[src/rtl/cpu_consts.svh]
`ifndef CPU_CONSTS_SVH
`define CPU_CONSTS_SVH

// Memory depths as word address widths
`define CPU_IM_AW 8
`define CPU_DM_AW 8

// Major opcodes, bits 30:25
`define CPU_OP_ALU  6'h20
`define CPU_OP_ADDI 6'h28
`define CPU_OP_ORI  6'h2c
`define CPU_OP_LSW  6'h1c
`define CPU_OP_J    6'h24
`define CPU_OP_JAL  6'h25

// Register op selection
`define CPU_SUB_ADD 5'h00
`define CPU_SUB_SUB 5'h01
`define CPU_SUB_AND 5'h02
`define CPU_SUB_OR  5'h04
`define CPU_SUB_XOR 5'h03

`define CPU_LS_LW 8'h02
`define CPU_LS_SW 8'h0a

// Write-back source
`define CPU_WB_ALU  2'd0
`define CPU_WB_MEM  2'd1
`define CPU_WB_LINK 2'd2

`define CPU_LINK_REG 5'd31

`endif

[src/rtl/reg_file.sv]
module reg_file (
	input  logic        clock,
	input  logic        rst,
	input  logic [4:0]  ra_addr,
	input  logic [4:0]  rt_addr,
	output logic [31:0] ra_data,
	output logic [31:0] rt_data,
	input  logic        write_en,
	input  logic [4:0]  write_addr,
	input  logic [31:0] write_data
);
	logic [31:0] regs [0:31];

	always_ff @(posedge clock) begin
		if (rst) begin
			for (int i = 0; i < 32; i++) begin
				regs[i] <= 32'd0;
			end
		end else if (write_en && write_addr != 5'd0) begin
			regs[write_addr] <= write_data;
		end
	end

	// Same-cycle write shows through to decode
	always_comb begin
		if (ra_addr == 5'd0)                          ra_data = 32'd0;
		else if (write_en && write_addr == ra_addr)   ra_data = write_data;
		else                                          ra_data = regs[ra_addr];

		if (rt_addr == 5'd0)                          rt_data = 32'd0;
		else if (write_en && write_addr == rt_addr)   rt_data = write_data;
		else                                          rt_data = regs[rt_addr];
	end

endmodule

[config.mk]
export PLATFORM = sky130hd
export DESIGN_NAME = reg_file
export DESIGN_NICKNAME = d
export VERILOG_FILES = /design/src/rtl/cpu_consts.svh /design/src/rtl/reg_file.sv
export SDC_FILE = /design/constraint.sdc
export NUM_CORES = 2
export LEC_CHECK = 0
export BUFFER_PORTS_ARGS = -buffer_cell sky130_fd_sc_hd__buf_2
export CELL_PAD_IN_SITES_DETAIL_PLACEMENT = 1
export CELL_PAD_IN_SITES_GLOBAL_PLACEMENT = 1
export CORE_ASPECT_RATIO = 0.8
export CORE_MARGIN = 3
export CORE_UTILIZATION = 58
export DETAILED_ROUTE_END_ITERATION = 8
export GPL_TIMING_DRIVEN = 0
export MAX_ROUTING_LAYER = met4
export PLACE_DENSITY = 0.82
export RECOVER_POWER = 25
export SYNTH_ARGS = -nofsm -noshare
export SYNTH_HDL_FRONTEND = slang
export SYNTH_SLANG_ARGS = --single-unit
[constraint.sdc]
create_clock -name clock -period 3.2 [get_ports clock]
set_clock_uncertainty 0.1 [all_clocks]
set_input_delay 0.32 -clock clock [delete_from_list [all_inputs] [get_ports clock]]
set_output_delay 0.32 -clock clock [all_outputs]
set_load 0.1 [all_outputs]
**Word level (Yosys, flattened, before mapping)**

Memories as Yosys holds them, arrays and structs flattened.
Index checks and enable logic that the tools add are counted.

- Register bits: 0
- ROM bits: 0
- Latch bits: 0
- Bits of input ports: 50
- Word-level logic and storage cells: 22
- Output and inout port bits: 64
- Memories kept: 1
- Memory bits (writable): 1,024

Memory list:

| name | depth | bits a word | rd ports | clocked after memory_dff | write ports | RTL line | text |
|---|---|---|---|---|---|---|---|
| regs | 32 | 32 | 2 | 0 | 32 | reg_file.sv:12 | `logic [31:0] regs [0:31];` |

- Equal/unequal tests: 2
- Shift-type cells: 0
- $mul: 0
- Reductions and logical operators: 7
- Multiplexer cells: 12
- Bitwise gates (word level): 0
- Add/sub/neg operators: 0
- $lt $le $gt $ge: 0
- Div/mod/pow operators: 0

Operators with widths:

| cell | number |
|---|---|
| two-way mux 32 bit | 5 |
| OR reduction 32 bit | 1 |
| equality test 5 bit | 2 |
| zero test 5 bit | 2 |
| two-way mux 1 bit | 6 |
| two-way mux 5 bit | 1 |
| nonzero test 5 bit | 1 |
| logical AND 1 bit | 3 |

**Logic depth before layout (Yosys ltp)**

- Depth in word-level cells: 7
- Mapped depth: 9
- Depth with buffers taken out: 5

**Worst setup path before layout**

Ideal clock, no wire load.

- Path kind: input to output
- From: in rt_addr[0]
- To: out rt_data[18]
- Arrival: 3.149 ns
- Stages on the path: 9
- Slack: -0.369 ns
- Buffers on the path: 5
- Cell sequence: buf_6 > buf_6 > buf_6 > buf_6 > buf_6 > mux2i_1 > a221oi_1 > a21oi_1 > a31oi_1

- Cells in the longest elaborated chain, start to end: 4

Ends and longest elaborated chain:

| what | RTL line | text |
|---|---|---|
| start, declared | reg_file.sv:5 | `input logic [4:0] rt_addr,` |
| parallel branches: the longest is 3 deep, another holds memory read (32 x 32 bit) | n/a |  |
| two-way mux 32 bit (*) | reg_file.sv:30 | `if (rt_addr == 5'd0) rt_data = 32'd0;` |
| end, declared | reg_file.sv:7 | `output logic [31:0] rt_data,` |

Every way passes the cells marked *.

**Final worst setup path**

- From: in ra_addr[1]
- To: out ra_data[6]

- Cells in the longest elaborated chain, start to end: 4

Ends and longest elaborated chain:

| what | RTL line | text |
|---|---|---|
| start, declared | reg_file.sv:4 | `input logic [4:0] ra_addr,` |
| parallel branches: the longest is 3 deep, another holds memory read (32 x 32 bit) | n/a |  |
| two-way mux 32 bit (*) | reg_file.sv:26 | `if (ra_addr == 5'd0) ra_data = 32'd0;` |
| end, declared | reg_file.sv:6 | `output logic [31:0] ra_data,` |

Marks and branches as above.

==> results.sh <==
export IMPL_outcome="complete, but fails checks"
export IMPL_violations="capacitance limit, slew limit, setup timing"
export IMPL_slew_violations=22
export IMPL_syn_inst=3802
export IMPL_clock_path_buffers=3
export IMPL_cts_sinks=1024
export IMPL_yosysTopAreaCell="edfxtp_1"
export IMPL_ys_seq_elements=1024
export IMPL_worst_slew_pin_slew_ns=2.27
export IMPL_grtUsageMet3=0.221
export IMPL_syn_avg_cell_area_um2=14.5
export IMPL_grt_max_degree=33
export IMPL_netlist_top_cells_area="edfxtp_1, mux4_2, and2_1"
export IMPL_overflow=0
export IMPL_grt_pass1_wl_mm=338
export IMPL_cp_arrival_ns=2.96
export IMPL_irDropWorstVdd_mv=0.636
export IMPL_synth_edf_count=1024
export IMPL_synth_top_cell_area_share=0.558
export IMPL_grt_use_met2=0.707
export IMPL_initial_core_util=0.588
export IMPL_grt_met1_usage=0.645
export IMPL_worstSetupStartpoint="ra_addr[1]"
export IMPL_cts_buffers=104
export IMPL_die_h_um=282
export IMPL_cts_root_buf="clkbuf_16"
export IMPL_largest_register_ffs=1024
export IMPL_worst_path_stages=8
export IMPL_cp_top_family="buffers and inverters"
export IMPL_power_density_nw_per_um2=555
export IMPL_rsz0062_at_grt="yes"
export IMPL_first_pass_iters=6
export IMPL_grt_pass1_vias=41300
export IMPL_antenna_left=0
export IMPL_dp_hpwl_mm=175
export IMPL_crit_path_start_kind="primary input"
export IMPL_grt_usage=0.528
export IMPL_critical_path_class="primary input to output port"
export IMPL_crit_path_top_delay_cell="clkbuf_4"
export IMPL_syn_to_final_growth_pct=12.8
export IMPL_vias=42000
export IMPL_globalplace_congestion=1.09
export IMPL_top_register="regs"
export IMPL_crit_path_end_kind="output port"
export IMPL_vias_per_cell=7.79
export IMPL_drt_iter0_markers=8221
export IMPL_io_pin_count=114
export IMPL_ys_flop_type="edfxtp_1"
export IMPL_yosysUniqueCellTypes=52
export IMPL_portBuffers=103
export IMPL_crit_path_frequent_cell="buf_2"
export IMPL_hold_viol_final=0
export IMPL_htree_levels=3
export IMPL_crit_buf_inv=4
export IMPL_row_count=100
export IMPL_yosys_warnings=0
export IMPL_crit_chain="buf_2 > and2_0 > buf_1 > clkbuf_4 > a21oi_1 > nand2_1 > a32o_1 > buf_2"
export IMPL_synth_area_um2=55100
export IMPL_leakage_nw=21.7
export IMPL_max_freq_mhz=296
export IMPL_design_core_area_um2=93600
export IMPL_die_area_um2=98700
export IMPL_required_ns=2.78
export IMPL_max_slew_margin=-0.510
export IMPL_fin_crit_ns=3.38
export IMPL_hold_path_class="primary input to flop"
export IMPL_drive_above_1_share=0.230
export IMPL_final_util=0.664
export IMPL_cp_max_fo=11
export IMPL_largest_registers="regs (1024)"
export IMPL_grt_busiest_layer="met2"
export IMPL_setup_viol=88
export IMPL_finalWorstSetupSlack_ns=-0.177
export IMPL_fin_crit_sh=1.06
export IMPL_drc=0
export IMPL_fin_setup_tns_ns=-4.98
export IMPL_cpPeakStageDelay_ns=0.53
export IMPL_drv_cap=1
export IMPL_dieWidth_um=350
export IMPL_antenna_found_initial=13
export IMPL_fin_nets=4110
export IMPL_drt_total_wl_mm=252
export IMPL_crit_end="ra_data[6]"
export IMPL_drt_wirelength_per_cell_um=46.8
export IMPL_ys_seq_area_frac=0.558
export IMPL_clkTransAtPathRegs_ns=0.06
export IMPL_cts_tree="built"
export IMPL_synth_async_reset_ratio=0
## cells by family (layout without fill, tap and decap cells)
kind of cell | count (synthesis) | count (layout) | synth area share
simple gates | 1184 | 1184 | 0.130
flops | 1024 | 1024 | 0.558
compound gates | 457 | 457 | 0.0603
other cells | 1 | 50 | 0.0000681
mux | 711 | 711 | 0.215
buf+inv | 415 | 731 | 0.0352
xor+xnor | 10 | 10 | 0.00159
## cell usage in the layout (no fill, tap or decap), drive strengths merged, types with 32 or more instances in the layout
cell    count
a211oi     32
a22oi     107
a32o       32
mux2i     330
or2        34
and2      996
nor2       49
o21ai      63
clkbuf    412
a21oi      64
conb       32
edfxtp   1024
mux4      375
buf       229
o221ai     38
o22ai      37
clkinv     59
nand2      64
## synth_stat cells (37+ instances only)
library cell / instances
and2_1: 994
clkbuf_1: 278
nor2_1: 49
a22oi_1: 107
buf_2: 56
a21oi_1: 64
o21ai_1: 49
nand2_1: 64
mux2i_1: 330
mux4_2: 375
edfxtp_1: 1024
o22ai_1: 37
o221ai_1: 38
## timing repair
item	4_1_cts	5_1_grt
pin swaps	1	7
setup buffers	2	2
hold buffers	16	0
endpoints found under the hold margin	16	0
gates resized for setup	349	129
endpoints found under the setup margin	64	62
## worst min-delay path by stage
stage / from / to / slack (ns) / cells past startpoint
2_1_floorplan: write_data[31] / regs[1][31] / 0.42 / 1
3_3_place_gp: write_data[27] / regs[6][27] / 0.64 / 2
3_5_place_dp: write_data[27] / regs[6][27] / 0.64 / 2
4_1_cts: write_data[10] / regs[5][10] / 0.001 / 2
5_1_grt: write_data[10] / regs[5][10] / 0.001 / 2
6_report: write_data[17] / regs[5][17] / 0.02 / 2
## stage by stage
step | hold slack [ns] | cells | power (W) | cell area [um^2] | worst slack (ns)
2_1_floorplan | 0.418 | 3833 | 0.0194 | 55200 | 0.288
3_3_place_gp | 0.640 | 5160 | 0.0214 | 57300 | -1.64
3_5_place_dp | 0.645 | 5162 | 0.0216 | 57300 | -1.60
4_1_cts | 0.00119 | 5372 | 0.0338 | 61700 | -0.0681
5_1_grt | 0.00114 | 5381 | 0.0348 | 62100 | -0.0143
6_report | 0.0151 | 5391 | 0.0345 | 62100 | -0.177
## report_power, final
| part | internal (W) | switching, W | total, W |
|---|---|---|---|
| Combinational | 0.00181 | 0.00420 | 0.00601 |
| Sequential | 0.0155 | 0.000445 | 0.0160 |
| Clock | 0.00680 | 0.00569 | 0.0125 |
| Total | 0.0241 | 0.0103 | 0.0345 |
## final cells by class
cell class              count  area [um^2]
diodes                     18         45.0
clock buffers             124         2720
repair buffers            125          965
flip-flops and latches   1024        30700
multi-input cells        2394        22900
fillers                  8540        31500
clock inverters            71          622
inverters                   2         13.8
well taps                1224         1530
plain buffers             409         2610
## routing by layer
| metal | share of wire | vias up |
|---|---|---|
| met3 | 0.16 | 1067 |
| met2 | 0.41 | 4352 |
| met1 | 0.33 | 21400 |
| li1 | - | 15200 |
| met4 | 0.091 | 0 |
| met5 | 0 | - |
No activity file was read; power rests on OpenSTA's default activity.
