==> src/rtl/cpu_consts.svh <==
`ifndef CPU_CONSTS_SVH
`define CPU_CONSTS_SVH

// Memory depths as word address widths
`define CPU_IM_AW 8
`define CPU_DM_AW 8

// Major opcodes, bits 30:25
`define CPU_OP_ALU  6'h20
`define CPU_OP_ADDI 6'h28
`define CPU_OP_ORI  6'h2c
`define CPU_OP_LSW  6'h1c
`define CPU_OP_J    6'h24
`define CPU_OP_JAL  6'h25

// Register op selection
`define CPU_SUB_ADD 5'h00
`define CPU_SUB_SUB 5'h01
`define CPU_SUB_AND 5'h02
`define CPU_SUB_OR  5'h04
`define CPU_SUB_XOR 5'h03

`define CPU_LS_LW 8'h02
`define CPU_LS_SW 8'h0a

// Write-back source
`define CPU_WB_ALU  2'd0
`define CPU_WB_MEM  2'd1
`define CPU_WB_LINK 2'd2

`define CPU_LINK_REG 5'd31

`endif

==> src/rtl/cpu_pkg.sv <==
package cpu_pkg;

	typedef struct packed {
		logic       spare;
		logic [5:0] opcode;
		logic [4:0] rt;
		logic [4:0] ra;
		logic [4:0] rb;
		logic [4:0] spare_lo;
		logic [4:0] sub_op_base;
	} instr_reg_t;

	typedef struct packed {
		logic        spare;
		logic [5:0]  opcode;
		logic [4:0]  rt;
		logic [4:0]  ra;
		logic        spare_lo;
		logic [13:0] imm14;
	} instr_imm_t;

	// Low byte of the offset shares its bits with sub_op_ls
	typedef struct packed {
		logic       spare;
		logic [5:0] opcode;
		logic [4:0] rt;
		logic [4:0] ra;
		logic [6:0] spare_lo;
		logic [7:0] sub_op_ls;
	} instr_ls_t;

	typedef struct packed {
		logic        spare;
		logic [5:0]  opcode;
		logic        spare_lo;
		logic [23:0] imm24;
	} instr_jump_t;

	typedef union packed {
		instr_reg_t  r;
		instr_imm_t  i;
		instr_ls_t   ls;
		instr_jump_t j;
	} instr_u;

	typedef struct packed {
		logic        valid;
		logic [31:0] pc;
		logic [31:0] instr;
	} if_id_t;

	typedef struct packed {
		logic        valid;
		logic [31:0] ra_data;
		logic [31:0] rt_data;
		logic [5:0]  opcode;
		logic [4:0]  sub_op_base;
		logic [7:0]  sub_op_ls;
		logic [13:0] imm14;
		logic [23:0] imm24;
		logic [4:0]  write_reg;
		logic [1:0]  select_write_reg;
		logic        do_dm_read;
		logic        do_dm_write;
		logic        do_reg_write;
		logic [31:0] alu_src2;
		logic [31:0] link;
	} id_ex_t;

	typedef struct packed {
		logic        valid;
		logic [31:0] alu_result;
		logic        alu_overflow;
		logic [31:0] store_data;
		logic [4:0]  write_reg;
		logic [1:0]  select_write_reg;
		logic        do_dm_read;
		logic        do_dm_write;
		logic        do_reg_write;
		logic [31:0] link;
	} ex_mem_t;

	typedef struct packed {
		logic [31:0] write_reg_data;
		logic [4:0]  write_reg;
		logic        do_reg_write;
		logic        overflow;
	} mem_wb_t;

	typedef struct packed {
		logic        valid;
		logic [4:0]  reg_num;
		logic [31:0] data;
		logic        overflow;
	} wb_event_t;

	typedef struct packed {
		logic        valid;
		logic [31:0] address;
		logic [31:0] data;
	} store_event_t;

endpackage

==> src/rtl/regwalls.sv <==
module regwalls (
	input  logic             clock,
	input  logic             rst,
	input  logic             squash,

	input  cpu_pkg::if_id_t  reg1_in,
	output cpu_pkg::if_id_t  reg1_out,

	input  cpu_pkg::id_ex_t  reg2_in,
	output cpu_pkg::id_ex_t  reg2_out,

	input  cpu_pkg::ex_mem_t reg3_in,
	output cpu_pkg::ex_mem_t reg3_out,

	input  cpu_pkg::mem_wb_t reg4_in,
	output cpu_pkg::mem_wb_t reg4_out
);

	always_ff @(posedge clock) begin
		reg1_out <= reg1_in;
		reg2_out <= reg2_in;
		reg3_out <= reg3_in;
		reg4_out <= reg4_in;

		if (rst) begin
			reg1_out.valid <= 1'b0;

			reg2_out.valid        <= 1'b0;
			reg2_out.do_dm_read   <= 1'b0;
			reg2_out.do_dm_write  <= 1'b0;
			reg2_out.do_reg_write <= 1'b0;

			reg3_out.valid        <= 1'b0;
			reg3_out.do_dm_read   <= 1'b0;
			reg3_out.do_dm_write  <= 1'b0;
			reg3_out.do_reg_write <= 1'b0;

			reg4_out.do_reg_write <= 1'b0;
		end else if (squash) begin
			reg1_out.valid <= 1'b0; // Word behind a jump
		end
	end

endmodule

==> config.mk <==
export PLATFORM = sky130hd
export DESIGN_NAME = regwalls
export DESIGN_NICKNAME = d
export VERILOG_FILES = /design/src/rtl/cpu_consts.svh /design/src/rtl/cpu_pkg.sv /design/src/rtl/regwalls.sv
export SDC_FILE = /design/constraint.sdc
export NUM_CORES = 1
export LEC_CHECK = 0
export BUFFER_PORTS_ARGS = -buffer_cell sky130_fd_sc_hd__buf_2
export CAP_MARGIN = 20
export CORE_AREA = 4 4 318 320
export CTS_CLUSTER_SIZE = 16
export DETAILED_ROUTE_END_ITERATION = 10
export DIE_AREA = 0 0 322 324
export PLACE_DENSITY = 0.3
export SYNTH_ARGS = -nofsm -noshare
export SYNTH_HDL_FRONTEND = slang
export SYNTH_SLANG_ARGS = --single-unit
==> constraint.sdc <==
create_clock -name clock -period 0.8 [get_ports clock]
set_input_delay 0.12 -clock clock [delete_from_list [all_inputs] [get_ports clock]]
set_output_delay 0.12 -clock clock [all_outputs]
set_load 0.03 [all_outputs]
==> Word level (Yosys, flattened, before mapping) <==
Cells that the tools add are included.
{ "op_classes": {"n_reduce_logical": 1} }
{ "ops": {"columns": ["operator", "n"], "rows": [
  ["$reduce_or A2 Y1", 1]
]} }
{ "word_totals": {"input_bits": 411, "out_inout_bits": 408, "regBits": 408} }

==> Longest topological paths before layout <==
Gate-level depths: netlist (run 1).
{ "depth": {"word_depth": 1, "ltp_mapped": 1, "ltp_nobuf": 1} }

==> Worst setup path before layout (run 1) <==
OpenSTA, ideal clock, no wires.
{ "synth_path": {"path_type": "register to output", "from": "reg reg1_out[0] (netlist name)", "to": "out reg1_out[0] (netlist name)", "path_stages_with_launch": 1, "required_ps": 680, "path_buffers": 0, "slack_ps": 221, "arrival_time_ps": 459, "path_cell_list": "dfxtp_1"} }
{ "synth_rtl": {"columns": ["element", "line", "rtl"], "rows": [
  ["start: declaration", "regwalls.sv:7", "output cpu_pkg::if_id_t reg1_out,"],
  ["start signal: assignment", "regwalls.sv:20", "reg1_out <= reg1_in;"]
]} }
No word-level cell between the ends.

==> Worst setup path after layout (run 1) <==
{ "layout_path": {"from": "reg reg4_out[1] (netlist name)", "to": "out reg4_out[1] (netlist name)"} }
{ "layout_rtl": {"columns": ["element", "line", "rtl"], "rows": [
  ["start: declaration", "regwalls.sv:16", "output cpu_pkg::mem_wb_t reg4_out"],
  ["start signal: assignment", "regwalls.sv:23", "reg4_out <= reg4_in;"]
]} }
No word-level cell between the ends.

==> metrics.cfg, run 1 <==
[placed_design]
port_buffers=818
dp_slack_ns=0.05172
gp_congestion=0.8061
numPlacedInstances=2525
hpwl_um=32790

[finish]
mostFrequentLayoutCells=dlygate4sd3_1 (410), buf_2 (410), dfxtp_2 (408), buf_6 (404), clkbuf_16 (49)
finalNonFillerCells=3025
fillCellCount=10240
areaGrowthSynthToFinish_pct=176.7
layout.nets=2110
drive_above_1_share_pct=75.40

[die]
dieArea_um2=104300
start_util_pct=8.393
die_width_um=322
die_height_um=324
num_rows=115
io_pins=819
core_area_um2=98130

[sta]
hold_viol=0
setup_viol=408
worstMarginPinSlew_ns=0.3021
fmax_ghz=0.8386
rsz0062_at_grt=true
slew_viol_final=0
fin_crit_sh_pct=149.1
worst_hold_slack_ns=0.1561
slew_headroom_pct=79.86
period_needed_ns=1.192
finalWorstSetupSlack_ns=-0.3924

[detailed_routing]
drc=0
drt-total-wl_um=44800
drt_iter0_markers=153
wl_met3_um=4983
met1_length_um=14410
dr_wl_met2_um=24080
avgViaCountPerCell=2.704
drtAntennaViolNets=0
routedWlPerCell_um=14.81
dr_total_vias=8181
dr.pass1.iters=4
top_layer=met5

[synthesis]
synth.net_count=829
netlist_instances=418
ys_ff_latch=408
synth_warnings=0
ys_seq_area_share_pct=99.16
netlist_area_um2=8237
synth.avg_cell_area_um2=19.70
yosys.cell_types.count=3

[status]
status=finished, violations left
failed_checks=negative setup slack

[clock_network]
clk_pin_slew_ns=0.06
clock_path_buffers=3
cts.sinks=408
htree_num_levels=2
postCtsSetupRepairBufs=0
cts_buffers=49
cts_root_buf=clkbuf_16
cts_tree=yes

[power_and_ir_drop]
p_clk_share_pct=43.3
power_leakage_nw=10.07
seqPwrFrac_pct=42.3
p_sw_mw=12.98
combPwrFrac_pct=14.5
ir_drop_mv=1.686
p_int_mw=39.50
cellPowerDensity_nw_per_um2=2303
switching_share_pct=24.73

[worst_setup_path]
crit_slowest_cell=dfxtp_2
cp.arrival_ns=1.07
cp-end-kind=primary output
crit_chain=buf_6
critPathKind=flop to primary output
crit_buf_inv=1
cpLargestDelayFamily=flip-flops
startpoint_type=flop
max_stage_delay_ns=0.35
cp_max_fo=1
crit_required_ns=0.68

[hold_path]
hold_path_class=primary input to flop

[job]
cap_violations=0

[global_route]
grt_pass1_wl_um=61100
overflow=0
grt_start_max_net_pins=14
grt_pass1_vias=9616
grtUsageTotal_pct=7.993
antenna_found_initial=11

cells by family after synthesis:
family,share of synthesized area [%]
flops,99.16
simple gates,0.8354
power groups by stage:
stage | Combinational [mW] | Sequential [mW] | Clock (mW)
CTS | 7.66 | 22.2 | 23.7
finish | 7.60 | 22.2 | 22.7
global placement | 4.75 | 22.1 | 0
floorplan | 0.0173 | 24.4 | 0
detailed placement | 4.71 | 22.1 | 0
global route | 7.95 | 22.3 | 24.5
timing repair:
| action | CTS | global route |
|---|---|---|
| endpoints found under the hold margin | 408 | 0 |
| gates resized for setup | 1226 | 2 |
| hold buffers | 410 | 0 |
| setup endpoints to repair | 408 | 408 |
final cells by class:
cell class / count / area (um^2) / area share, %
Antenna cell: 6 / 15.01 / 0.06588
Sequential cell: 408 / 8678 / 38.08
Clock inverter: 17 / 235.2 / 1.032
Clock buffer: 67 / 1404 / 6.159
Timing Repair Buffer: 1230 / 10780 / 47.30
Multi-Input combinational cell: 10 / 68.82 / 0.3019
Tap cell: 1287 / 1610 / 7.065
synth_stat cells (all sizes together):
cell type,count,share of area [%]
dfxtp,408,99
nor2b,9,0.68
nor3b,1,0.15
routing by layer:
layer  global-route usage (%)  up-vias
met5                        0        -
met3                    3.850       68
met4                    2.998        2
li1                         -     3876
met2                    15.21      498
met1                    7.342     3737
final timing paths:
| path | slack (ns) | cells past startpoint | start | to |
|---|---|---|---|---|
| max | -0.39 | 1 | reg4_out[1] | reg4_out[1] |
| min | 0.16 | 2 | reg4_in[34] | reg4_out[34] |
state kept, by name (all words and copies together), names as in the netlist:
register / cells
reg2_out: 196
reg3_out: 108
reg1_out: 65
reg4_out: 39
stage by stage:
stage	utilization, %	area [um^2]	total power [mW]	TNS, ns
after floorplan	-	8237	24.40	0
after global placement	14.22	13960	26.87	0
after detailed placement	14.22	13960	26.82	0
after CTS	23.20	22770	53.57	-172.97
after global routing	23.22	22780	54.72	-170.32
final	23.23	22790	52.49	-140.70
Power figures use the tool's default switching activity.
==> run 2: changes to the inputs <==
Settings changed: BUFFER_PORTS_ARGS -buffer_cell sky130_fd_sc_hd__buf_2 to -buffer_cell sky130_fd_sc_hd__buf_4.
==> metrics.cfg, run 2 (synthesized netlist as in run 1, its figures left out) <==
[status]
status=finished, violations left  ; unchanged
failed_checks=negative setup slack  ; unchanged

[sta]
finalWorstSetupSlack_ns=-0.4025  ; was -0.3924 ns
slew_headroom_pct=88.07  ; was 79.86%
rsz0062_at_grt=true  ; unchanged
setup_viol=408  ; unchanged
final.setup.tns_ns=-147.96  ; was -140.70 ns
fin_crit_sh_pct=150.3  ; was 149.1%
slew_viol_final=0  ; unchanged
hold_viol=0  ; unchanged
period_needed_ns=1.203  ; was 1.192 ns
fmax_ghz=0.8316  ; was 0.8386 GHz
worstMarginPinSlew_ns=0.1783  ; was 0.3021 ns

[global_route]
grtUsageTotal_pct=8.227  ; was 7.993%
grt_pass1_vias=9572  ; was 9616
grt_pass1_wl_um=62460  ; was 61100 um
antenna_found_initial=7  ; was 11
overflow=0  ; unchanged
grt_start_max_net_pins=14  ; unchanged

[detailed_routing]
dr.pass1.iters=3  ; was 4
drt-total-wl_um=46130  ; was 44800 um
drtAntennaViolNets=0  ; unchanged
dr_total_vias=8262  ; was 8181
avgViaCountPerCell=2.729  ; was 2.704
drc=0  ; unchanged
drt_iter0_markers=109  ; was 153
routedWlPerCell_um=15.23  ; was 14.81 um

[worst_setup_path]
crit_buf_inv=1  ; unchanged
cp.arrival_ns=1.08  ; was 1.07 ns
crit_required_ns=0.68  ; about the same
cp-end-kind=primary output  ; unchanged
startpoint_type=flop  ; unchanged
critPathKind=flop to primary output  ; unchanged
cpLargestDelayFamily=flip-flops  ; unchanged
max_stage_delay_ns=0.34  ; was 0.35 ns
crit_chain=buf_8  ; was buf_6
crit_slowest_cell=dfxtp_2  ; unchanged
cp_max_fo=1  ; unchanged

[placed_design]
hpwl_um=34920  ; was 32790 um
numPlacedInstances=2524  ; was 2525
dp_slack_ns=0.1805  ; was 0.05172 ns
port_buffers=818  ; unchanged
gp_congestion=0.7803  ; was 0.8061
dpl-instance-area_um2=16000  ; was 13960 um^2

[clock_network]
clk_pin_slew_ns=0.07  ; was 0.06 ns
cts_root_buf=clkbuf_16  ; unchanged
htree_num_levels=2  ; unchanged
cts_buffers=51  ; was 49
postCtsSetupRepairBufs=0  ; unchanged
cts.sinks=408  ; unchanged
clock_path_buffers=3  ; unchanged
cts_tree=yes  ; unchanged

[finish]
top_regs=reg2_out (196), reg3_out (108), reg1_out (65)  ; unchanged
finalNonFillerCells=3028  ; was 3025
regMostFlops=reg2_out  ; unchanged
drive_above_1_share_pct=75.45  ; was 75.40%
layout.nets=2111  ; was 2110
areaGrowthSynthToFinish_pct=189.9  ; was 176.7%
largest_register_ffs=196  ; unchanged
finish.instance_area_um2=23880  ; was 22790 um^2
mostFrequentLayoutCells=buf_4 (411), dlygate4sd3_1 (410), dfxtp_2 (408), buf_6 (400), clkbuf_16 (52)  ; was dlygate4sd3_1 (410), buf_2 (410), dfxtp_2 (408), buf_6 (404), clkbuf_16 (49)
final_common_cell=buf_4

[die]
core_area_um2=98130  ; unchanged
io_pins=819  ; unchanged
die_height_um=324  ; unchanged
start_util_pct=8.393  ; unchanged
dieArea_um2=104300  ; unchanged
die_width_um=322  ; unchanged
num_rows=115  ; unchanged

[power_and_ir_drop]
power_mw=53.80  ; was 52.49 mW
cellPowerDensity_nw_per_um2=2253  ; was 2303 nW/um^2
power_leakage_nw=10.48  ; was 10.07 nW
ir_drop_mv=2.390  ; was 1.686 mV

[job]
cap_violations=0  ; unchanged

[hold_path]
hold_path_class=primary input to flop  ; unchanged

run 2: power breakdown:
| part | internal, mW | leakage [nW] | switching [mW] |
|---|---|---|---|
| logic | 4.58 | 6.19 | 3.64 |
| registers | 21.7 | 3.45 | 0.514 |
| clock network | 14.0 | 0.840 | 9.44 |
run 2: worst paths after layout:
path	endpoint	slack, ns	depth (start not counted)	start
max	reg3_out[83]	-0.40	1	reg3_out[83]
min	reg1_out[32]	0.16	2	reg1_in[32]
run 2: layer usage:
| layer | global-route usage [%] | vias up | part of all wire, % |
|---|---|---|---|
| met3 | 3.637 | 74 | 10 |
| met2 | 15.72 | 490 | 54 |
| met4 | 3.078 | 2 | 3.0 |
| li1 | - | 3882 | - |
| met5 | 0 | - | 0.026 |
| met1 | 7.711 | 3814 | 32 |
run 2: what timing repair did:
action                                  in CTS  in global routing
hold buffers                               410                  0
gates resized for setup                    823                  1
hold endpoints to repair                   408                  0
endpoints found under the setup margin     408                408
run 2: through the flow:
step                      utilization, %  hold slack, ns
final                              24.34          0.1583
after global routing               24.33         0.09329
after CTS                          24.33         0.06669
after detailed placement           16.30          0.2254
after global placement             16.30          0.2244
after floorplan                        -          0.1477
run 2: area by class of cell:
type | count | area, um^2
fillers | 10280 | 74250
repair buffers | 1229 | 11810
flip-flops and latches | 408 | 8678
well taps | 1287 | 1610
clock buffers | 68 | 1441
clock inverters | 24 | 262.8
multi-input cells | 10 | 68.82
diodes | 2 | 5.005
