==> src/rtl/cpu_consts.svh <==
`ifndef CPU_CONSTS_SVH
`define CPU_CONSTS_SVH

// Memory depths as word address widths
`define CPU_IM_AW 8
`define CPU_DM_AW 8

// Major opcodes, bits 30:25
`define CPU_OP_ALU  6'h20
`define CPU_OP_ADDI 6'h28
`define CPU_OP_ORI  6'h2c
`define CPU_OP_LSW  6'h1c
`define CPU_OP_J    6'h24
`define CPU_OP_JAL  6'h25

// Register op selection
`define CPU_SUB_ADD 5'h00
`define CPU_SUB_SUB 5'h01
`define CPU_SUB_AND 5'h02
`define CPU_SUB_OR  5'h04
`define CPU_SUB_XOR 5'h03

`define CPU_LS_LW 8'h02
`define CPU_LS_SW 8'h0a

// Write-back source
`define CPU_WB_ALU  2'd0
`define CPU_WB_MEM  2'd1
`define CPU_WB_LINK 2'd2

`define CPU_LINK_REG 5'd31

`endif

==> src/rtl/cpu_pkg.sv <==
package cpu_pkg;

	typedef struct packed {
		logic       spare;
		logic [5:0] opcode;
		logic [4:0] rt;
		logic [4:0] ra;
		logic [4:0] rb;
		logic [4:0] spare_lo;
		logic [4:0] sub_op_base;
	} instr_reg_t;

	typedef struct packed {
		logic        spare;
		logic [5:0]  opcode;
		logic [4:0]  rt;
		logic [4:0]  ra;
		logic        spare_lo;
		logic [13:0] imm14;
	} instr_imm_t;

	// Low byte of the offset shares its bits with sub_op_ls
	typedef struct packed {
		logic       spare;
		logic [5:0] opcode;
		logic [4:0] rt;
		logic [4:0] ra;
		logic [6:0] spare_lo;
		logic [7:0] sub_op_ls;
	} instr_ls_t;

	typedef struct packed {
		logic        spare;
		logic [5:0]  opcode;
		logic        spare_lo;
		logic [23:0] imm24;
	} instr_jump_t;

	typedef union packed {
		instr_reg_t  r;
		instr_imm_t  i;
		instr_ls_t   ls;
		instr_jump_t j;
	} instr_u;

	typedef struct packed {
		logic        valid;
		logic [31:0] pc;
		logic [31:0] instr;
	} if_id_t;

	typedef struct packed {
		logic        valid;
		logic [31:0] ra_data;
		logic [31:0] rt_data;
		logic [5:0]  opcode;
		logic [4:0]  sub_op_base;
		logic [7:0]  sub_op_ls;
		logic [13:0] imm14;
		logic [23:0] imm24;
		logic [4:0]  write_reg;
		logic [1:0]  select_write_reg;
		logic        do_dm_read;
		logic        do_dm_write;
		logic        do_reg_write;
		logic [31:0] alu_src2;
		logic [31:0] link;
	} id_ex_t;

	typedef struct packed {
		logic        valid;
		logic [31:0] alu_result;
		logic        alu_overflow;
		logic [31:0] store_data;
		logic [4:0]  write_reg;
		logic [1:0]  select_write_reg;
		logic        do_dm_read;
		logic        do_dm_write;
		logic        do_reg_write;
		logic [31:0] link;
	} ex_mem_t;

	typedef struct packed {
		logic [31:0] write_reg_data;
		logic [4:0]  write_reg;
		logic        do_reg_write;
		logic        overflow;
	} mem_wb_t;

	typedef struct packed {
		logic        valid;
		logic [4:0]  reg_num;
		logic [31:0] data;
		logic        overflow;
	} wb_event_t;

	typedef struct packed {
		logic        valid;
		logic [31:0] address;
		logic [31:0] data;
	} store_event_t;

endpackage

==> src/rtl/alu.sv <==
`include "cpu_consts.svh"

module alu (
	input  cpu_pkg::id_ex_t operation,
	output logic [31:0]     result,
	output logic            overflow
);
	import cpu_pkg::*;

	logic [31:0] a;
	logic [31:0] b;
	logic [31:0] sum;
	logic [31:0] diff;
	logic        add_ovf;
	logic        sub_ovf;
	logic        is_add;
	logic        is_sub;

	assign a    = operation.ra_data;
	assign b    = operation.alu_src2;
	assign sum  = a + b;
	assign diff = a - b;

	// Signed overflow from operand and result signs
	assign add_ovf = (a[31] == b[31]) && (sum[31] != a[31]);
	assign sub_ovf = (a[31] != b[31]) && (diff[31] != a[31]);

	always_comb begin
		is_add = 1'b0;
		is_sub = 1'b0;
		result = 32'd0;
		case (operation.opcode)
			`CPU_OP_ALU: begin
				case (operation.sub_op_base)
					`CPU_SUB_ADD: begin is_add = 1'b1; result = sum; end
					`CPU_SUB_SUB: begin is_sub = 1'b1; result = diff; end
					`CPU_SUB_AND: result = a & b;
					`CPU_SUB_OR:  result = a | b;
					`CPU_SUB_XOR: result = a ^ b;
					default:      result = 32'd0;
				endcase
			end
			`CPU_OP_ADDI: begin is_add = 1'b1; result = sum; end
			`CPU_OP_ORI:  result = a | b;
			`CPU_OP_LSW:  result = sum; // Address, no overflow
			default:      result = 32'd0;
		endcase
		overflow = (is_add && add_ovf) || (is_sub && sub_ovf);
	end

endmodule

==> config.mk <==
export PLATFORM = sky130hd
export DESIGN_NAME = alu
export DESIGN_NICKNAME = d
export VERILOG_FILES = /design/src/rtl/cpu_pkg.sv /design/src/rtl/alu.sv
export VERILOG_INCLUDE_DIRS = /design/src /design/src/rtl
export SDC_FILE = /design/constraint.sdc
export NUM_CORES = 1
export LEC_CHECK = 0
export ABC_AREA = 1
export BUFFER_PORTS_ARGS = -buffer_cell sky130_fd_sc_hd__buf_2
export CAP_MARGIN = 15
export CELL_PAD_IN_SITES_DETAIL_PLACEMENT = 1
export CELL_PAD_IN_SITES_GLOBAL_PLACEMENT = 1
export CORE_ASPECT_RATIO = 1.2
export CORE_MARGIN = 5
export CORE_UTILIZATION = 37
export DETAILED_ROUTE_END_ITERATION = 12
export PLACE_DENSITY_LB_ADDON = 0.2
export SETUP_SLACK_MARGIN = 0.02
export SYNTH_ARGS = -nofsm -noshare
export SYNTH_HDL_FRONTEND = slang
export SYNTH_SLANG_ARGS = --single-unit
==> constraint.sdc <==
create_clock -name vclk -period 5
set_clock_uncertainty 0.2 [all_clocks]
set_input_delay 0.25 -clock vclk [all_inputs]
set_output_delay 0.25 -clock vclk [all_outputs]
set_load 0.005 [all_outputs]
# == Word level (Yosys, flattened, before mapping) ==
# Index checks and enable logic that the tools add are counted.
# totals
ff_bits,0
inputBits,196
output_inout_bits,33
elab_cells,30
# classes
addsub,2
n_eq_ne,12
muxes,6
n_bitwise,3
n_reduce_logical,7
# ops
cell,count
32-bit one-hot mux with 5 select lines,1
32-bit one-hot mux with 3 select lines,1
32-bit adder,1
32-bit AND,1
32-bit OR,1
32-bit subtractor,1
32-bit bitwise XOR,1
6-bit equality test (second input constant),3
5-bit by 2-bit equality test with 1-bit output (second input constant),2
6-bit by 5-bit equality test with 1-bit output (second input constant),1
5-bit by 1-bit equality test with 1-bit output (second input constant),1
5-bit by 3-bit equality test with 1-bit output (second input constant),1
5-bit zero test,1
1-bit logical AND,4
1-bit two-way mux,3
1-bit != test,3
1-bit one-hot mux with 2 select lines,1
2-bit OR reduction,1
1-bit equality test,1
1-bit logical OR,1

# == Logic depth before layout (Yosys ltp) ==
# Gate-level depths: netlist (run 1).
# depth
depth_word,5
mapped_depth,18
depth_no_buf,17

# == Worst setup path before layout (run 1) ==
# No wires, ideal clock.
# synth_timing
path_type,input -> output
from,input port operation[32] (netlist bit)
to,output port result[30]
arrival_time_ps,1801
required_time_ps,4550
path_slack_ps,2749
stages,17
n_path_buf,0
cell_sequence,ha_1 > inv_1 > fa_1 > inv_1 > nand3_1 > nand2_1 > nand2_1 > nand2_1 > nand3_1 > nand2_1 > nand2_1 > nand2_1 > nand2_1 > nand3_1 > nand2_1 > inv_1 > nand2_1
# synth_between
elab_chain_len,3
word_cells_on_any_way,4
cone_classes,add/sub: 2; mux: 2
# synth_rtl
item,line_no,rtl
start: declaration,alu.sv:4,"input cpu_pkg::id_ex_t operation,"
32-bit subtractor or 32-bit adder (tied branches),"alu.sv:22, alu.sv:21",
32-bit one-hot mux with 5 select lines,alu.sv:34,case (operation.sub_op_base)
32-bit one-hot mux with 3 select lines (*),alu.sv:32,case (operation.opcode)
end: declaration,alu.sv:5,"output logic [31:0] result,"
# Mark *: on every way between the ends. The rest lies on a longest branch, timed or not.

# == Worst setup path after layout (run 1) ==
# layout_timing
from,input port operation[121] (netlist bit)
to,output port result[11]
# layout_between
elab_chain_len,3
word_cells_on_any_way,7
cone_classes,eq/ne: 4; mux: 2; reduce/logical: 1
# layout_rtl
item,line_no
5-bit by 2-bit equality test with 1-bit output (tied with other cells),alu.sv:34
32-bit one-hot mux with 5 select lines (*),alu.sv:34
32-bit one-hot mux with 3 select lines (*),alu.sv:32
# Marks and branches as above.

==> impl_metrics.tcl, run 1 <==
set metrics [dict create \
    min_period_ns 3.391 \
    multi_input_area_sq_um 5545 \
    fin_crit_sh_pct 67.82 \
    endpoint "result[11]" \
    total_power_mw 0.7013 \
    yosys.area.top_type "nand2_1" \
    yosysWarnings 0 \
    coreArea_sq_um 18240 \
    ctsHoldBuffers 0 \
    path_class "input port to output port" \
    vias 8881 \
    nFillCells 2787 \
    fmax_mhz 294.9 \
    viasPerCell 5.402 \
    postPlaceCellArea_sq_um 7453 \
    drv_slew 0 \
    synth_nets 1642 \
    min_from "operation[194]" \
    num-clock-buffers 0 \
    cp.required_ns 4.55 \
    dp_hpwl_um 25350 \
    initial_core_util_pct 37.65 \
    rows 54 \
    worstPathArrival_ns 2.94 \
    avgSynthCellArea_sq_um 5.092 \
    setup_ws_ns 1.609 \
    yosys.cell_types.count 44 \
    drv_cap 0 \
    drive_gt1_share_pct 11.27 \
    path_max_fanout 28 \
    peakVddDrop_v 0.00003406 \
    grt_remaining_overflow 0 \
    cp_cell_sequence "buf_2, inv_1, nor2_1, nand3_1, inv_1, o31ai_2, inv_4, nand2_1, o211ai_1, buf_2" \
    worst_pin_slew_ns 1.127 \
    seq_area_frac_synth_pct 0 \
    synthTopCellsByArea "nand2_1 23%, ha_1 17%, inv_1 15%" \
    endpoint_kind "output port" \
    routabilityCongestion 0.9372 \
    post_drt_wl_per_cell_um 18.41 \
    drt-pass1-iter-count 5 \
    grt_pass1_vias 8852 \
    area_growth_syn_to_layout_pct 8.506 \
    synth_top_area_share_pct 22.84 \
    grt_max_degree 29 \
    netlist_instances 1349 \
    nFlopsAndLatches 0 \
    hold_viol_final 0 \
    stdcell_area_sq_um 7453 \
    ant_nets 0 \
    die_h_um 159.3 \
    ff_latch_area_sq_um 0 \
    track_usage_pct 27.10 \
    grt_pass1_wl_um 46250 \
    route.detailed.drc 0 \
    powerDensity_nw_per_um2 94.09 \
    antenna_found_initial 0 \
    dr.first_iter.drc_count 612 \
    crit_path_top_delay_cell "inv_1" \
    fin_tns_setup_ns 0 \
    die_width_um 134.4 \
    fin_nets 1715 \
    antenna_cells 0 \
    synth_area_sq_um 6869 \
    port_buffers 108 \
    p_leak_nw 4.555 \
    io_pins 229 \
    max_stage_delay_ns 0.77 \
    cts_setup_buffers 0 \
    relSlewSlack_pct 24.70 \
    hold_path_class "input port to output port" \
    outcome "finished, final reports clean" \
    cp-startpoint "operation[121]" \
    rsz0062_at_grt "false" \
    place_ws_ns 1.704 \
    startpoint_type "input port" \
    drt-total-wl_um 30270 \
    cts_resized 0 \
    setup_viol 0 \
    dieArea_sq_um 21400 \
]
## synthesized netlist by cell type, types with 10 or more instances
cell type	number
a221oi_1	10
a21oi_1	69
o21ai_0	44
nand4_1	14
ha_1	95
nor2_1	121
nand2_1	418
buf_4	11
nand3_1	135
buf_2	15
o21bai_1	11
o211ai_1	10
inv_1	273
o22ai_1	19
## cell usage in the layout, fill, tap and decap left out, types with 2 or more instances in the layout
master,count
nand2_2,9
o21bai_1,11
inv_1,273
ha_1,95
a21oi_2,6
buf_2,108
inv_2,3
xor2_1,8
nor3_2,3
buf_4,6
o21ai_0,44
o211ai_1,10
nand3_1,135
nor4_1,3
nand2_4,2
o21ai_1,5
a21oi_1,69
or2_2,8
nand2_1,418
nor2_1,121
a221oi_1,10
fa_1,2
nand4_1,14
nor3_1,9
o22ai_1,19
a21boi_0,2
nand3_2,3
o31ai_1,2
o2111ai_1,3
nor2_2,7
## worst max-delay path: cells and delay by family
kind | cells | cell delay (ns)
buf+inv | 5 | 1.44
simple gates | 3 | 0.88
compound gates | 2 | 0.35
## layer usage
layer	track usage [%]	share of wire (%)
met1	32.19	41
met5	0	0
met4	10.19	4.6
met2	50.78	50
met3	1.169	3.9
## metrics by stage
stage	std cells	hold WS [ns]	util [%]
after floorplan	1349	0.4407	-
after global placement	1644	0.6942	40.86
after detailed placement	1644	0.7121	40.86
after CTS	1644	0.7150	40.86
after global routing	1644	0.7516	40.86
final	1644	0.7066	40.86
## power breakdown
group | internal, mW | switching, mW
combinational | 0.211 | 0.490
sequential | 0 | 0
clock | 0 | 0
total | 0.211 | 0.490
## cell families after synthesis
| group | count (synthesis) | synth area share [%] |
|---|---|---|
| buf+inv | 320 | 19.27 |
| fa+ha+maj | 97 | 17.89 |
| compound gates | 186 | 16.12 |
| xor+xnor | 8 | 1.020 |
| simple gates | 738 | 45.70 |
## worst min path at each step
stage | endpoint | depth (start not counted) | slack [ns]
2_1_floorplan | overflow | 3 | 0.44
4_1_cts | overflow | 5 | 0.71
6_report | overflow | 5 | 0.71
5_1_grt | overflow | 5 | 0.75
3_3_place_gp | overflow | 5 | 0.69
3_5_place_dp | overflow | 5 | 0.71
## final cells by class
class	instances	share of cell area, %
Tap cell	224	3.760
Multi-Input combinational cell	1029	74.40
Inverter	277	13.98
Timing Repair Buffer	114	7.856
No activity file was read; power rests on OpenSTA's default activity.
==> run 2, diff against run 1 <==
--- a/config.mk
+++ b/config.mk
@@ -13,7 +13,7 @@
 export CELL_PAD_IN_SITES_GLOBAL_PLACEMENT = 1
 export CORE_ASPECT_RATIO = 1.2
 export CORE_MARGIN = 5
-export CORE_UTILIZATION = 37
+export CORE_UTILIZATION = 34
 export DETAILED_ROUTE_END_ITERATION = 12
 export PLACE_DENSITY_LB_ADDON = 0.2
 export SETUP_SLACK_MARGIN = 0.02
==> constraint.sdc (replaced) <==
create_clock -name vclk -period 3.5
set_clock_uncertainty 0.2 [all_clocks]
set_input_delay 0.175 -clock vclk [all_inputs]
set_output_delay 0.175 -clock vclk [all_outputs]
set_load 0.005 [all_outputs]
==> run 2 against run 1 <==
First-iteration DRC count is 33% lower; global-route usage down 2.1 points; utilization is 3.2 points lower; routed wire length rose by 1.5%; via count fell by 0.57%; combinational power rose by 44%; power grew 44%; final cell count increased by 2.8%.
==> impl_metrics.tcl, run 2 (synthesized netlist as in run 1, its figures left out) <==
set metrics [dict create \
    route.detailed.drc 0 \
    p_leak_nw 4.580 \
    fin_nets 1720 \
    worstPathArrival_ns 2.53 \
    peakVddDrop_v 0.00004299 \
    nFlopsAndLatches 0 \
    stdcell_area_sq_um 7542 \
    crit_path_top_delay_cell "fa_1" \
    critical_path_buf_inv_count 5 \
    hold_path_class "input port to output port" \
    drv_slew 0 \
    min_from "operation[194]" \
    path_max_fanout 4 \
    fin_util_pct 37.64 \
    cts_setup_buffers 0 \
    ff_latch_area_sq_um 0 \
    startpoint_type "input port" \
    port_buffers 108 \
    die_width_um 139.8 \
    antenna_cells 0 \
    fmax_mhz 344.0 \
    initial_core_util_pct 34.28 \
    rsz0062_at_grt "false" \
    setup_ws_ns 0.5930 \
    grt_pass1_wl_um 46980 \
    total_power_mw 1.009 \
    coreArea_sq_um 20040 \
    relSlewSlack_pct 43.90 \
    outcome "finished, final reports clean" \
    area_growth_syn_to_layout_pct 9.800 \
    min_period_ns 2.907 \
    hold_viol_final 0 \
    endpoint_kind "output port" \
    instances_no_fill 1690 \
    ctsHoldBuffers 0 \
    final_cell_mix "418 x nand2_1, 273 x inv_1, 135 x nand3_1" \
    drt-pass1-iter-count 5 \
    grt_remaining_overflow 0 \
    post_drt_wl_per_cell_um 18.18 \
    track_usage_pct 24.98 \
    setup_viol 0 \
    drive_gt1_share_pct 11.58 \
    dp_hpwl_um 25760 \
    fin_crit_sh_pct 83.06 \
    die_h_um 165.7 \
    fin_tns_setup_ns 0 \
    cp.required_ns 3.12 \
    powerDensity_nw_per_um2 133.7 \
    routabilityCongestion 0.9589 \
    dr.first_iter.drc_count 408 \
    grt_pass1_vias 8838 \
    vias 8830 \
    postPlaceCellArea_sq_um 7542 \
    layout_commonest_cell "nand2_1" \
    hold_depth 5 \
    viasPerCell 5.225 \
    drv_cap 0 \
    drt-total-wl_um 30730 \
    dieArea_sq_um 23160 \
    path_class "input port to output port" \
    cp_cell_sequence "buf_2, ha_1, inv_1, fa_1, inv_1, nand3_1, nand2_1, nand2_1, nand2_1, nand3_1, nand2_1, nand2_1, nand2_1, nand2_1, nand3_1, nand2_1, inv_1, nand2_1, buf_2" \
    cpMostUsedCell "nand2_1" \
    grt_max_degree 29 \
    worst_hold_slack_ns 0.5414 \
    cp_top_family "simple AND/OR/NAND/NOR gates" \
    cts_resized 0 \
    holdPathEnd "overflow" \
    io_pins 229 \
    max_stage_delay_ns 0.39 \
    worst_pin_slew_ns 0.8405 \
    ant_nets 0 \
    antenna_found_initial 0 \
    num-clock-buffers 0 \
    rows 57 \
    place_ws_ns 0.6115 \
    placed_cells 1690 \
]
run 2: cell count changes in the layout (fill, tap and decap cells not counted), sizes merged:
cell | previous run | this run
buf | 114 | 119
run 2: final cells by class:
class | instances | area [sq um]
inverters | 277 | 1042
well taps | 265 | 331.6
repair buffers | 119 | 623.1
multi-input cells | 1029 | 5545
fillers | 2979 | 12500
run 2: worst max-delay path by stage:
| stage | slack (ns) | end | startpoint | cells past startpoint |
|---|---|---|---|---|
| after floorplan | 1.40 | result[30] | operation[32] | 17 |
| after global placement | 0.66 | result[22] | operation[32] | 19 |
| after detailed placement | 0.61 | result[28] | operation[32] | 19 |
| after CTS | 0.60 | result[28] | operation[32] | 19 |
| after global routing | 0.38 | result[30] | operation[32] | 19 |
| final | 0.59 | result[22] | operation[32] | 19 |
run 2: routing by layer:
metal  part of all wire (%)  track usage (%)  vias up
met5                      0                0        -
met1                     41            29.25     4153
met4                    4.2            8.512        0
met3                    3.7            1.615       67
met2                     51            47.48      225
li1                       -                -     4385
run 2: report_power, final:
group	total [mW]	switching, mW	leakage [nW]	internal [mW]
sequential	0	0	0	0
combinational	1.01	0.705	4.58	0.303
clock	0	0	0	0
